$ cat config.mk
export PLATFORM = sky130hd
export DESIGN_NAME = alu_core_top
export DESIGN_NICKNAME = d
export VERILOG_FILES = /design/src/common/alu_pkg.sv /design/src/common/alu_op_if.sv /design/src/common/alu_res_if.sv /design/src/alu/alu_4bit.sv /design/src/design/alu_core_top.sv /design/src/design/alu_decode.sv /design/src/design/alu_result.sv
export SDC_FILE = /design/constraint.sdc
export NUM_CORES = 1
export LEC_CHECK = 0
export ABC_CLOCK_PERIOD_IN_PS = 4100
export BUFFER_PORTS_ARGS = -buffer_cell sky130_fd_sc_hd__buf_2
export CORE_MARGIN = 1
export CORE_UTILIZATION = 60
export CTS_CLUSTER_DIAMETER = 200
export DETAILED_ROUTE_END_ITERATION = 7
export GPL_ROUTABILITY_DRIVEN = 0
export HOLD_SLACK_MARGIN = 0.02
export MAX_ROUTING_LAYER = met4
export PLACE_DENSITY_LB_ADDON = 0.3
export SLEW_MARGIN = 20
export SYNTH_ARGS = -nofsm -noshare
export SYNTH_HDL_FRONTEND = slang
export SYNTH_SLANG_ARGS = --single-unit
$ cat constraint.sdc
create_clock -name clk -period 4.1 [get_ports clk]
set_input_delay 0.41 -clock clk [delete_from_list [all_inputs] [get_ports clk]]
set_output_delay 0.41 -clock clk [all_outputs]
set_load 0.1 [all_outputs]
$ cat src/common/alu_pkg.sv
// shared widths, instruction fields and function codes, imported by the ALU datapath and its testbench
package alu_pkg;

	// datapath and register file sizes
	localparam int DATA_W   = 4;
	localparam int NUM_REGS = 4;
	localparam int REG_W    = $clog2(NUM_REGS);
	localparam int FN_W     = 3;
	localparam int INSTR_W  = 12;

	// instruction fields from the top bit down
	// [11:9] fn, [8] imm select, [7:6] rd, [5:4] ra, [3:0] rb or immediate
	localparam int FN_LSB  = 9;
	localparam int IMM_BIT = 8;
	localparam int RD_LSB  = 6;
	localparam int RA_LSB  = 4;

	typedef logic [DATA_W-1:0]  data_t;
	typedef logic [REG_W-1:0]   reg_idx_t;
	typedef logic [INSTR_W-1:0] instr_t;

	// function codes of the 4-bit ALU
	typedef enum logic [FN_W-1:0] {
		FN_ADD = 3'b000,
		FN_SUB = 3'b001,
		FN_NOT = 3'b010,
		FN_AND = 3'b011,
		FN_OR  = 3'b100,
		FN_XOR = 3'b101,
		FN_LT  = 3'b110,
		FN_EQ  = 3'b111
	} alu_fn_t;

endpackage

$ cat src/common/alu_op_if.sv
// decoded operation bundle, driven by the decode stage and consumed by the execute stage
`timescale 1ns/10ps

interface alu_op_if;
	import alu_pkg::*;

	// one-cycle strobe per operation
	logic     valid;
	alu_fn_t  fn;
	reg_idx_t rd;
	// operands already resolved, forwarding included
	data_t    a;
	data_t    b;

	modport source (
		output valid,
		output fn,
		output rd,
		output a,
		output b
	);

	modport sink (
		input valid,
		input fn,
		input rd,
		input a,
		input b
	);

endinterface

$ cat src/common/alu_res_if.sv
// executed result bundle, used between execute, result and decode stages for write-back and forwarding
`timescale 1ns/10ps

interface alu_res_if;
	import alu_pkg::*;

	logic     valid;
	reg_idx_t rd;
	data_t    res;
	// flags as produced by the ALU
	logic     zero;
	logic     overflow;
	logic     carry;

	modport source (
		output valid,
		output rd,
		output res,
		output zero,
		output overflow,
		output carry
	);

	modport sink (
		input valid,
		input rd,
		input res,
		input zero,
		input overflow,
		input carry
	);

endinterface

$ cat src/alu/alu_4bit.sv
// execute stage holding the eight-function 4-bit ALU with flags and a registered result bundle
`timescale 1ns/10ps

module alu_4bit (
	input  logic      clk,
	input  logic      rst,
	alu_op_if.sink    op,
	alu_res_if.source res
);
	import alu_pkg::*;

	logic [DATA_W:0] sum;
	logic [DATA_W:0] diff;
	data_t           b_neg;

	data_t alu_res;
	logic  alu_zero;
	logic  alu_overflow;
	logic  alu_carry;

	// carry out is the fifth bit in both cases
	assign sum   = {1'b0, op.a} + {1'b0, op.b};
	assign b_neg = ~op.b + 1'b1;
	assign diff  = {1'b0, op.a} + {1'b0, b_neg};

	always_comb begin
		alu_res      = '0;
		alu_zero     = 1'b0;
		alu_overflow = 1'b0;
		alu_carry    = 1'b0;
		case (op.fn)
			FN_ADD: begin
				alu_res   = sum[DATA_W-1:0];
				alu_carry = sum[DATA_W];
				// same-sign operands with the result sign flipped
				alu_overflow = (op.a[DATA_W-1] == op.b[DATA_W-1]) &&
				               (sum[DATA_W-1] != op.a[DATA_W-1]);
				alu_zero = (sum[DATA_W-1:0] == '0);
			end
			FN_SUB: begin
				alu_res   = diff[DATA_W-1:0];
				alu_carry = diff[DATA_W];
				// signs differ and result leaves the sign of a
				alu_overflow = (op.a[DATA_W-1] != op.b[DATA_W-1]) &&
				               (diff[DATA_W-1] != op.a[DATA_W-1]);
				alu_zero = (diff[DATA_W-1:0] == '0);
			end
			FN_NOT: begin
				alu_res = ~op.a;
			end
			FN_AND: begin
				alu_res = op.a & op.b;
			end
			FN_OR: begin
				alu_res = op.a | op.b;
			end
			FN_XOR: begin
				alu_res = op.a ^ op.b;
			end
			FN_LT: begin
				// unsigned compare
				alu_res = (op.a < op.b) ? data_t'(1) : data_t'(0);
			end
			FN_EQ: begin
				alu_res = (op.a == op.b) ? data_t'(1) : data_t'(0);
			end
			default: begin
				alu_res = '0;
			end
		endcase
	end

	// output register where the payload only moves with a valid op
	always_ff @(posedge clk) begin
		if (rst) begin
			res.valid    <= 1'b0;
			res.rd       <= '0;
			res.res      <= '0;
			res.zero     <= 1'b0;
			res.overflow <= 1'b0;
			res.carry    <= 1'b0;
		end else begin
			res.valid <= op.valid;
			if (op.valid) begin
				res.rd       <= op.rd;
				res.res      <= alu_res;
				res.zero     <= alu_zero;
				res.overflow <= alu_overflow;
				res.carry    <= alu_carry;
			end
		end
	end

endmodule

$ cat src/design/alu_core_top.sv
// top level of the pipelined ALU datapath, connecting decode, execute and result stages to plain ports
`timescale 1ns/10ps

module alu_core_top (
	input  logic              clk,
	input  logic              rst,
	input  logic              instr_valid,
	input  alu_pkg::instr_t   instr,
	output logic              result_valid,
	output alu_pkg::reg_idx_t result_rd,
	output alu_pkg::data_t    result,
	output logic              result_zero,
	output logic              result_overflow,
	output logic              result_carry
);
	import alu_pkg::*;

	reg_idx_t rf_rd_a;
	reg_idx_t rf_rd_b;
	data_t    rf_a;
	data_t    rf_b;

	alu_op_if  dec_op ();
	alu_res_if ex_res ();
	alu_res_if wb_res ();

	alu_decode u_decode (
		.clk         (clk),
		.rst         (rst),
		.instr_valid (instr_valid),
		.instr       (instr),
		.rf_rd_a     (rf_rd_a),
		.rf_rd_b     (rf_rd_b),
		.rf_a        (rf_a),
		.rf_b        (rf_b),
		.ex          (ex_res.sink),
		.wb          (wb_res.sink),
		.op          (dec_op.source)
	);

	alu_4bit u_alu (
		.clk (clk),
		.rst (rst),
		.op  (dec_op.sink),
		.res (ex_res.source)
	);

	alu_result u_result (
		.clk  (clk),
		.rst  (rst),
		.ex   (ex_res.sink),
		.rd_a (rf_rd_a),
		.rd_b (rf_rd_b),
		.rf_a (rf_a),
		.rf_b (rf_b),
		.wb   (wb_res.source)
	);

	// outputs come straight from the write-back register
	assign result_valid    = wb_res.valid;
	assign result_rd       = wb_res.rd;
	assign result          = wb_res.res;
	assign result_zero     = wb_res.zero;
	assign result_overflow = wb_res.overflow;
	assign result_carry    = wb_res.carry;

endmodule

$ cat src/design/alu_decode.sv
// decode stage that samples the instruction word and resolves operands with forwarding for the ALU
`timescale 1ns/10ps

module alu_decode (
	input  logic              clk,
	input  logic              rst,
	input  logic              instr_valid,
	input  alu_pkg::instr_t   instr,
	output alu_pkg::reg_idx_t rf_rd_a,
	output alu_pkg::reg_idx_t rf_rd_b,
	input  alu_pkg::data_t    rf_a,
	input  alu_pkg::data_t    rf_b,
	alu_res_if.sink           ex,
	alu_res_if.sink           wb,
	alu_op_if.source          op
);
	import alu_pkg::*;

	logic     valid_q;
	alu_fn_t  fn_q;
	logic     imm_sel_q;
	reg_idx_t rd_q;
	reg_idx_t ra_q;
	// low field holds either rb or the immediate
	data_t    b_field_q;

	reg_idx_t rb;
	data_t    a_val;
	data_t    b_val;

	// decode register loaded on every accepted instruction
	always_ff @(posedge clk) begin
		if (rst) begin
			valid_q   <= 1'b0;
			fn_q      <= FN_ADD;
			imm_sel_q <= 1'b0;
			rd_q      <= '0;
			ra_q      <= '0;
			b_field_q <= '0;
		end else begin
			valid_q <= instr_valid;
			if (instr_valid) begin
				fn_q      <= alu_fn_t'(instr[FN_LSB +: FN_W]);
				imm_sel_q <= instr[IMM_BIT];
				rd_q      <= instr[RD_LSB +: REG_W];
				ra_q      <= instr[RA_LSB +: REG_W];
				b_field_q <= instr[DATA_W-1:0];
			end
		end
	end

	assign rb = b_field_q[REG_W-1:0];

	assign rf_rd_a = ra_q;
	assign rf_rd_b = rb;

	// the ALU output wins over write-back, which wins over the register file
	always_comb begin
		a_val = rf_a;
		if (ex.valid && (ex.rd == ra_q)) begin
			a_val = ex.res;
		end else if (wb.valid && (wb.rd == ra_q)) begin
			a_val = wb.res;
		end
	end

	always_comb begin
		b_val = rf_b;
		if (ex.valid && (ex.rd == rb)) begin
			b_val = ex.res;
		end else if (wb.valid && (wb.rd == rb)) begin
			b_val = wb.res;
		end
	end

	assign op.valid = valid_q;
	assign op.fn    = fn_q;
	assign op.rd    = rd_q;
	assign op.a     = a_val;
	// immediate bypasses the register path
	assign op.b     = imm_sel_q ? b_field_q : b_val;

endmodule

$ cat src/design/alu_result.sv
// result stage holding the register file with write-back and the output register seen at the top-level ports
`timescale 1ns/10ps

module alu_result (
	input  logic              clk,
	input  logic              rst,
	alu_res_if.sink           ex,
	input  alu_pkg::reg_idx_t rd_a,
	input  alu_pkg::reg_idx_t rd_b,
	output alu_pkg::data_t    rf_a,
	output alu_pkg::data_t    rf_b,
	alu_res_if.source         wb
);
	import alu_pkg::*;

	data_t regs [NUM_REGS];

	// write-back from the ALU output register
	always_ff @(posedge clk) begin
		if (rst) begin
			for (int i = 0; i < NUM_REGS; i++) begin
				regs[i] <= '0;
			end
		end else if (ex.valid) begin
			regs[ex.rd] <= ex.res;
		end
	end

	// two async read ports for decode
	assign rf_a = regs[rd_a];
	assign rf_b = regs[rd_b];

	// wb mirrors ex one cycle later
	always_ff @(posedge clk) begin
		if (rst) begin
			wb.valid    <= 1'b0;
			wb.rd       <= '0;
			wb.res      <= '0;
			wb.zero     <= 1'b0;
			wb.overflow <= 1'b0;
			wb.carry    <= 1'b0;
		end else begin
			wb.valid    <= ex.valid;
			wb.rd       <= ex.rd;
			wb.res      <= ex.res;
			wb.zero     <= ex.zero;
			wb.overflow <= ex.overflow;
			wb.carry    <= ex.carry;
		end
	end

endmodule

# == Yosys cells after proc, flatten, opt, wreduce, memory -nomap -nowiden ==
# Memories as Yosys holds them, arrays and structs flattened. A register that Yosys moved wholly into a read port is not among the register bits.
# Index checks and enable logic that the tools add are counted.
# word_totals
wordCells,77
ramBits,16
regBits,33
memories,1
inputBits,15
out_inout_bits,10
# memory_table
name,depth,width,rd,rd_clocked_by_memory_dff,wr,line_no,source
u_result.regs,4,4,2,2,4,alu_result.sv:16,data_t regs [NUM_REGS];
# classes
bitwise,5
addsub,3
eq_ne,16
n_reduce_logical,10
muxes,23
n_lt_le_gt_ge,1
# op_table
cell,n
$pmux W4 S8,1
$mux W4,6
$eq A3 B3 Y1 const B,4
$add A4 B4 Y5,2
$mux W2,5
$eq A2 B2 Y1,4
$logic_not A4 Y1,2
$mux W1,8
$not A4 Y4,2
$eq A3 B2 Y1 const B,2
$logic_and A1 B1 Y1,6
$pmux W1 S2,3
$add A4 B1 Y4 const B,1
$and A4 B4 Y4,1
$eq A4 B4 Y1,1
$lt A4 B4 Y1,1
$or A4 B4 Y4,1
$reduce_or A4 Y1,1
$xor A4 B4 Y4,1
$eq A3 B1 Y1 const B,1
$logic_not A3 Y1,1
$ne A1 B1 Y1,3
$eq A1 B1 Y1,1

# == Longest topological paths before layout ==
# logic_depth
depth_word,11
depth_mapped,14
ltp_nobuf,13

# == Hierarchy ==
# From an unflattened synthesis, not the netlist that was laid out.
# hier_totals
cells_unflattened,286
hier_area_um2,2976.6
# modules_own_cells
mod,seq_area_each_um2,cells_per_inst,area_per_inst_um2,n_inst
alu_result,680.7,70,1139.8,1
alu_4bit,200.2,131,1087.3,1
alu_decode,260.2,85,749.5,1

# == Least setup slack after synthesis ==
# OpenSTA, ideal clock, no wires.
# synth_timing
path_kind,reg-to-reg
start,register u_result.wb.rd[0]
end,register u_alu.res.overflow
required_ns,4.026
setup_time_ns,0.074
period_less_slack_ns,3.937
path_slack_ns,0.163
path_buffers,0
path_stages_with_launch,14
t_arrival_ns,3.863
path_cell_list,dfxtp_1 -> xor2_1 -> nor2_1 -> a311oi_1 -> o31ai_2 -> inv_1 -> ha_1 -> ha_1 -> a21o_1 -> a21oi_1 -> xor2_1 -> xor2_1 -> or3_1 -> a31oi_1
# synth_between
elab_chain_len,11
word_cells_on_any_way,20
cone_classes,3 x add/sub; 6 x eq/ne; 6 x mux; 1 x bitwise; 4 x reduce/logical
# synth_rtl
element,line_no,source
"start, declared",alu_res_if.sv:17,"output rd,"
$eq A2 B2 Y1,alu_decode.sv:71,end else if (wb.valid && (wb.rd == rb)) begin
$logic_and A1 B1 Y1,alu_decode.sv:71,
$mux W4,alu_decode.sv:71,
$mux W4,alu_decode.sv:69,if (ex.valid && (ex.rd == rb)) begin
$mux W4,alu_decode.sv:81,assign op.b = imm_sel_q ? b_field_q : b_val;
$not A4 Y4,alu_4bit.sv:23,assign b_neg = ~op.b + 1'b1;
$add A4 B1 Y4,alu_4bit.sv:23,
$add A4 B4 Y5,alu_4bit.sv:24,"assign diff = {1'b0, op.a} + {1'b0, b_neg};"
$ne A1 B1 Y1,alu_4bit.sv:45,(diff[DATA_W-1] != op.a[DATA_W-1]);
$logic_and A1 B1 Y1,alu_4bit.sv:44,alu_overflow = (op.a[DATA_W-1] != op.b[DATA_W-1]) &&
$pmux W1 S2 *,alu_4bit.sv:31,case (op.fn)
"end signal, assigned",alu_4bit.sv:88,res.overflow <= alu_overflow;
"end, declared",alu_res_if.sv:20,"output overflow,"
# Mark *: on every way between the ends. The rest lies on a longest branch, timed or not.
# A chain may end at the register's enable or synchronous reset.

==> impl_metrics.tcl <==
set metrics [dict create \
    path_cells "mux4_2 -> o31a_1 -> a311oi_1 -> o31ai_2 -> inv_1 -> ha_1 -> ha_1 -> a21o_1 -> a21oi_1 -> xor2_1 -> xor2_1 -> or3_1 -> a31oi_1" \
    worstSkewPairLatency_ns 0.31 \
    rsz0062_at_grt "no" \
    holdPathStages 3 \
    cpPeakStageDelay_ns 0.55 \
    h-tree-depth 2 \
    portBuffers 24 \
    synthMuxAreaShare 0.1236 \
    period_share 0.8947 \
    via_count 2305 \
    drive_above_1_share 0.1572 \
    vias_per_cell 5.987 \
    synth-simple-area-share 0.1739 \
    cp_slowest_cell "mux4_2" \
    stdcell_area_um2 3348 \
    worstHoldPathType "in2reg" \
    peakVddDrop_mv 0.2474 \
    min_from "instr[7]" \
    grt_pass1_vias 2141 \
    die_w_um 73.73 \
    finalSetupViolations 0 \
    antenna_found_initial 0 \
    r2r_cells 13 \
    synthAdderAreaFrac 0.07783 \
    post_cts_buffers 0 \
    grt_pass1_wl_um 10990 \
    cts_max_path_buffers 2 \
    drc 0 \
    detail-route-antenna-nets 0 \
    dp_cells 377 \
    slew_violations 0 \
    syn_area_um2 3087 \
    overflow 0 \
    synth_area_per_cell_um2 10.22 \
    cts_tree "built" \
    syn-num-nets 335 \
    ys_warn_count 0 \
    dp_hpwl_um 4883 \
    syn_to_final_growth_pct 8.472 \
    cp-start-kind "register" \
    core-area_um2 4848 \
    synthCells 302 \
    p_per_area_nw_per_um2 396.2 \
    cts_inserted_buffers 5 \
    synth_cell_types 51 \
    ys_ff_latch 53 \
    cts_resized 0 \
    worst_pin_slew_ns 0.6856 \
    path_clk_slew_ns 0.10 \
    drt_iter0_drc 225 \
    slew_headroom 0.5423 \
    synth_top_family_by_area "simple AND/OR/NAND/NOR gates" \
    synth-main-ff-cell "dfxtp_1" \
    drt_wl_total_um 6847 \
    track_usage 0.2877 \
    cts-hold-fix-buffers 0 \
    die_area_um2 5435 \
    cp.required_ns 4.35 \
    fmax_ghz 0.2726 \
    nets 350 \
    fin_cells 385 \
    start_util 0.6366 \
    antenna_cells 0 \
    std_cell_rows 25 \
    crit_fanout 4 \
    die_h_um 73.73 \
    drt_pass1_iterations 4 \
    fin_util 0.6906 \
    postPlaceCellArea_um2 3229 \
    crit_arrival_ns 3.92 \
    p_leak_nw 1.429 \
    cp-end-kind "register" \
    synth_edf_count 16 \
    clock_skew_ns 0.006906 \
    max_cap_violations 0 \
    synth-seq-area-share 0.3956 \
    synth_compound_area_frac 0.1374 \
    grt_max_degree 36 \
    cts_sinks 53 \
    outcome "complete, no violations" \
    tns_ns 0 \
    ios 25 \
    routedWlPerCell_um 17.78 \
    root_buffer "clkbuf_8" \
    synth-xor-area-share 0.05107 \
    synth_async_sr_flop_share 0 \
    fin_crit_ns 3.668 \
    critical_path_class "reg2reg" \
    hold_viol 0 \
    fin_hold_ws_ns 0.3229 \
]
-- per-stage QoR --
stage          worst slack, ns  power (mW)
2_1_floorplan           0.1625      0.8769
3_3_place_gp            0.5643      0.9517
3_5_place_dp            0.4870      0.9573
4_1_cts                 0.4447       1.323
5_1_grt                 0.2143       1.388
6_report                0.4318       1.326
-- critical path: cells and delay by family (launching register included) --
family / cells / cell delay (ns)
flops: 1 / 0.47
buf+inv: 1 / 0.18
mux: 1 / 0.55
xor+xnor: 2 / 0.44
simple gates: 1 / 0.32
compound gates: 6 / 1.08
fa+ha+maj: 2 / 0.57
-- path summary, 6_finish.rpt --
path	slack, ns	to
worst max register to register	0.43	u_alu.res.overflow
worst min-delay path	0.32	u_decode.op.rd[1]
worst min register to register	0.47	u_result.wb.zero
worst max-delay path	0.43	u_alu.res.overflow
-- kinds of logic after synthesis --
group,after synthesis
XOR/XNOR,18
AND/OR/NAND/NOR,101
multiplexers,27
adder cells (fa/ha/maj),18
flip-flops,53
AO/OA/AOI/OAI,53
buffers and inverters,32
-- metal layers --
layer / vias to the layer above / share of wire / track usage
met5: - / 0 / -
li1: 1111 / - / -
met3: 9 / 0.068 / 0.06859
met4: 0 / 0.014 / 0.09188
met1: 1101 / 0.47 / 0.3949
met2: 84 / 0.45 / 0.4190
-- placed cells by master, fill, tap and decap left out, types with 6 or more instances in the layout --
cell,count
dfxtp_1,37
xor2_1,9
nand3_1,7
inv_1,15
a21oi_1,10
xnor2_1,9
edfxtp_1,16
a21o_1,6
nor2_1,31
nor2b_1,14
ha_1,16
buf_2,24
and2_1,17
mux2i_1,19
nand2_1,8
-- cell usage after synthesis (5+ instances only) --
cell,n,area (um^2)
a21o_1,6,45.04
a21oi_1,10,50.05
and2_1,17,106.4
clkbuf_1,11,41.29
dfxtp_1,37,740.7
edfxtp_1,16,480.5
ha_1,16,200.2
inv_1,15,56.30
mux2i_1,19,190.2
mux4_2,5,112.6
nand2_1,8,30.03
nand2b_1,5,31.28
nand3_1,7,35.03
nor2_1,31,116.4
nor2b_1,14,87.58
o21ai_0,5,25.02
xnor2_1,9,78.83
xor2_1,9,78.83
-- flip-flops by register name (all words and copies together), names as in the netlist, named ones only --
| register | cells |
|---|---|
| u_alu.res.valid | 1 |
| u_alu.res.zero | 1 |
| u_decode.imm_sel_q | 1 |
| u_result.regs | 16 |
| u_alu.res.overflow | 1 |
| u_result.wb.carry | 1 |
| u_alu.res.res | 4 |
| u_decode.b_field_q | 4 |
| u_result.wb.rd | 2 |
| u_result.wb.zero | 1 |
| u_result.wb.res | 4 |
| u_result.wb.valid | 1 |
| u_alu.res.carry | 1 |
| u_alu.res.rd | 2 |
| u_decode.op.fn | 3 |
| u_decode.op.valid | 1 |
| u_decode.rf_rd_a | 2 |
| u_decode.op.rd | 2 |
| u_result.wb.overflow | 1 |
-- power breakdown --
| group | internal, mW | leakage (nW) | switching (mW) |
|---|---|---|---|
| combinational | 0.141 | 0.900 | 0.204 |
| sequential | 0.567 | 0.469 | 0.0448 |
| clock | 0.187 | 0.0603 | 0.183 |
| total | 0.895 | 1.43 | 0.431 |
-- final cells by class --
type	instances	area, um^2
Clock inverter	3	50.05
Timing Repair Buffer	25	127.6
Clock buffer	5	68.82
Tap cell	67	83.83
Sequential cell	53	1221
Fill cell	369	1500
Multi-Input combinational cell	217	1740
Inverter	15	56.30
(Power assumes the default switching activity.)
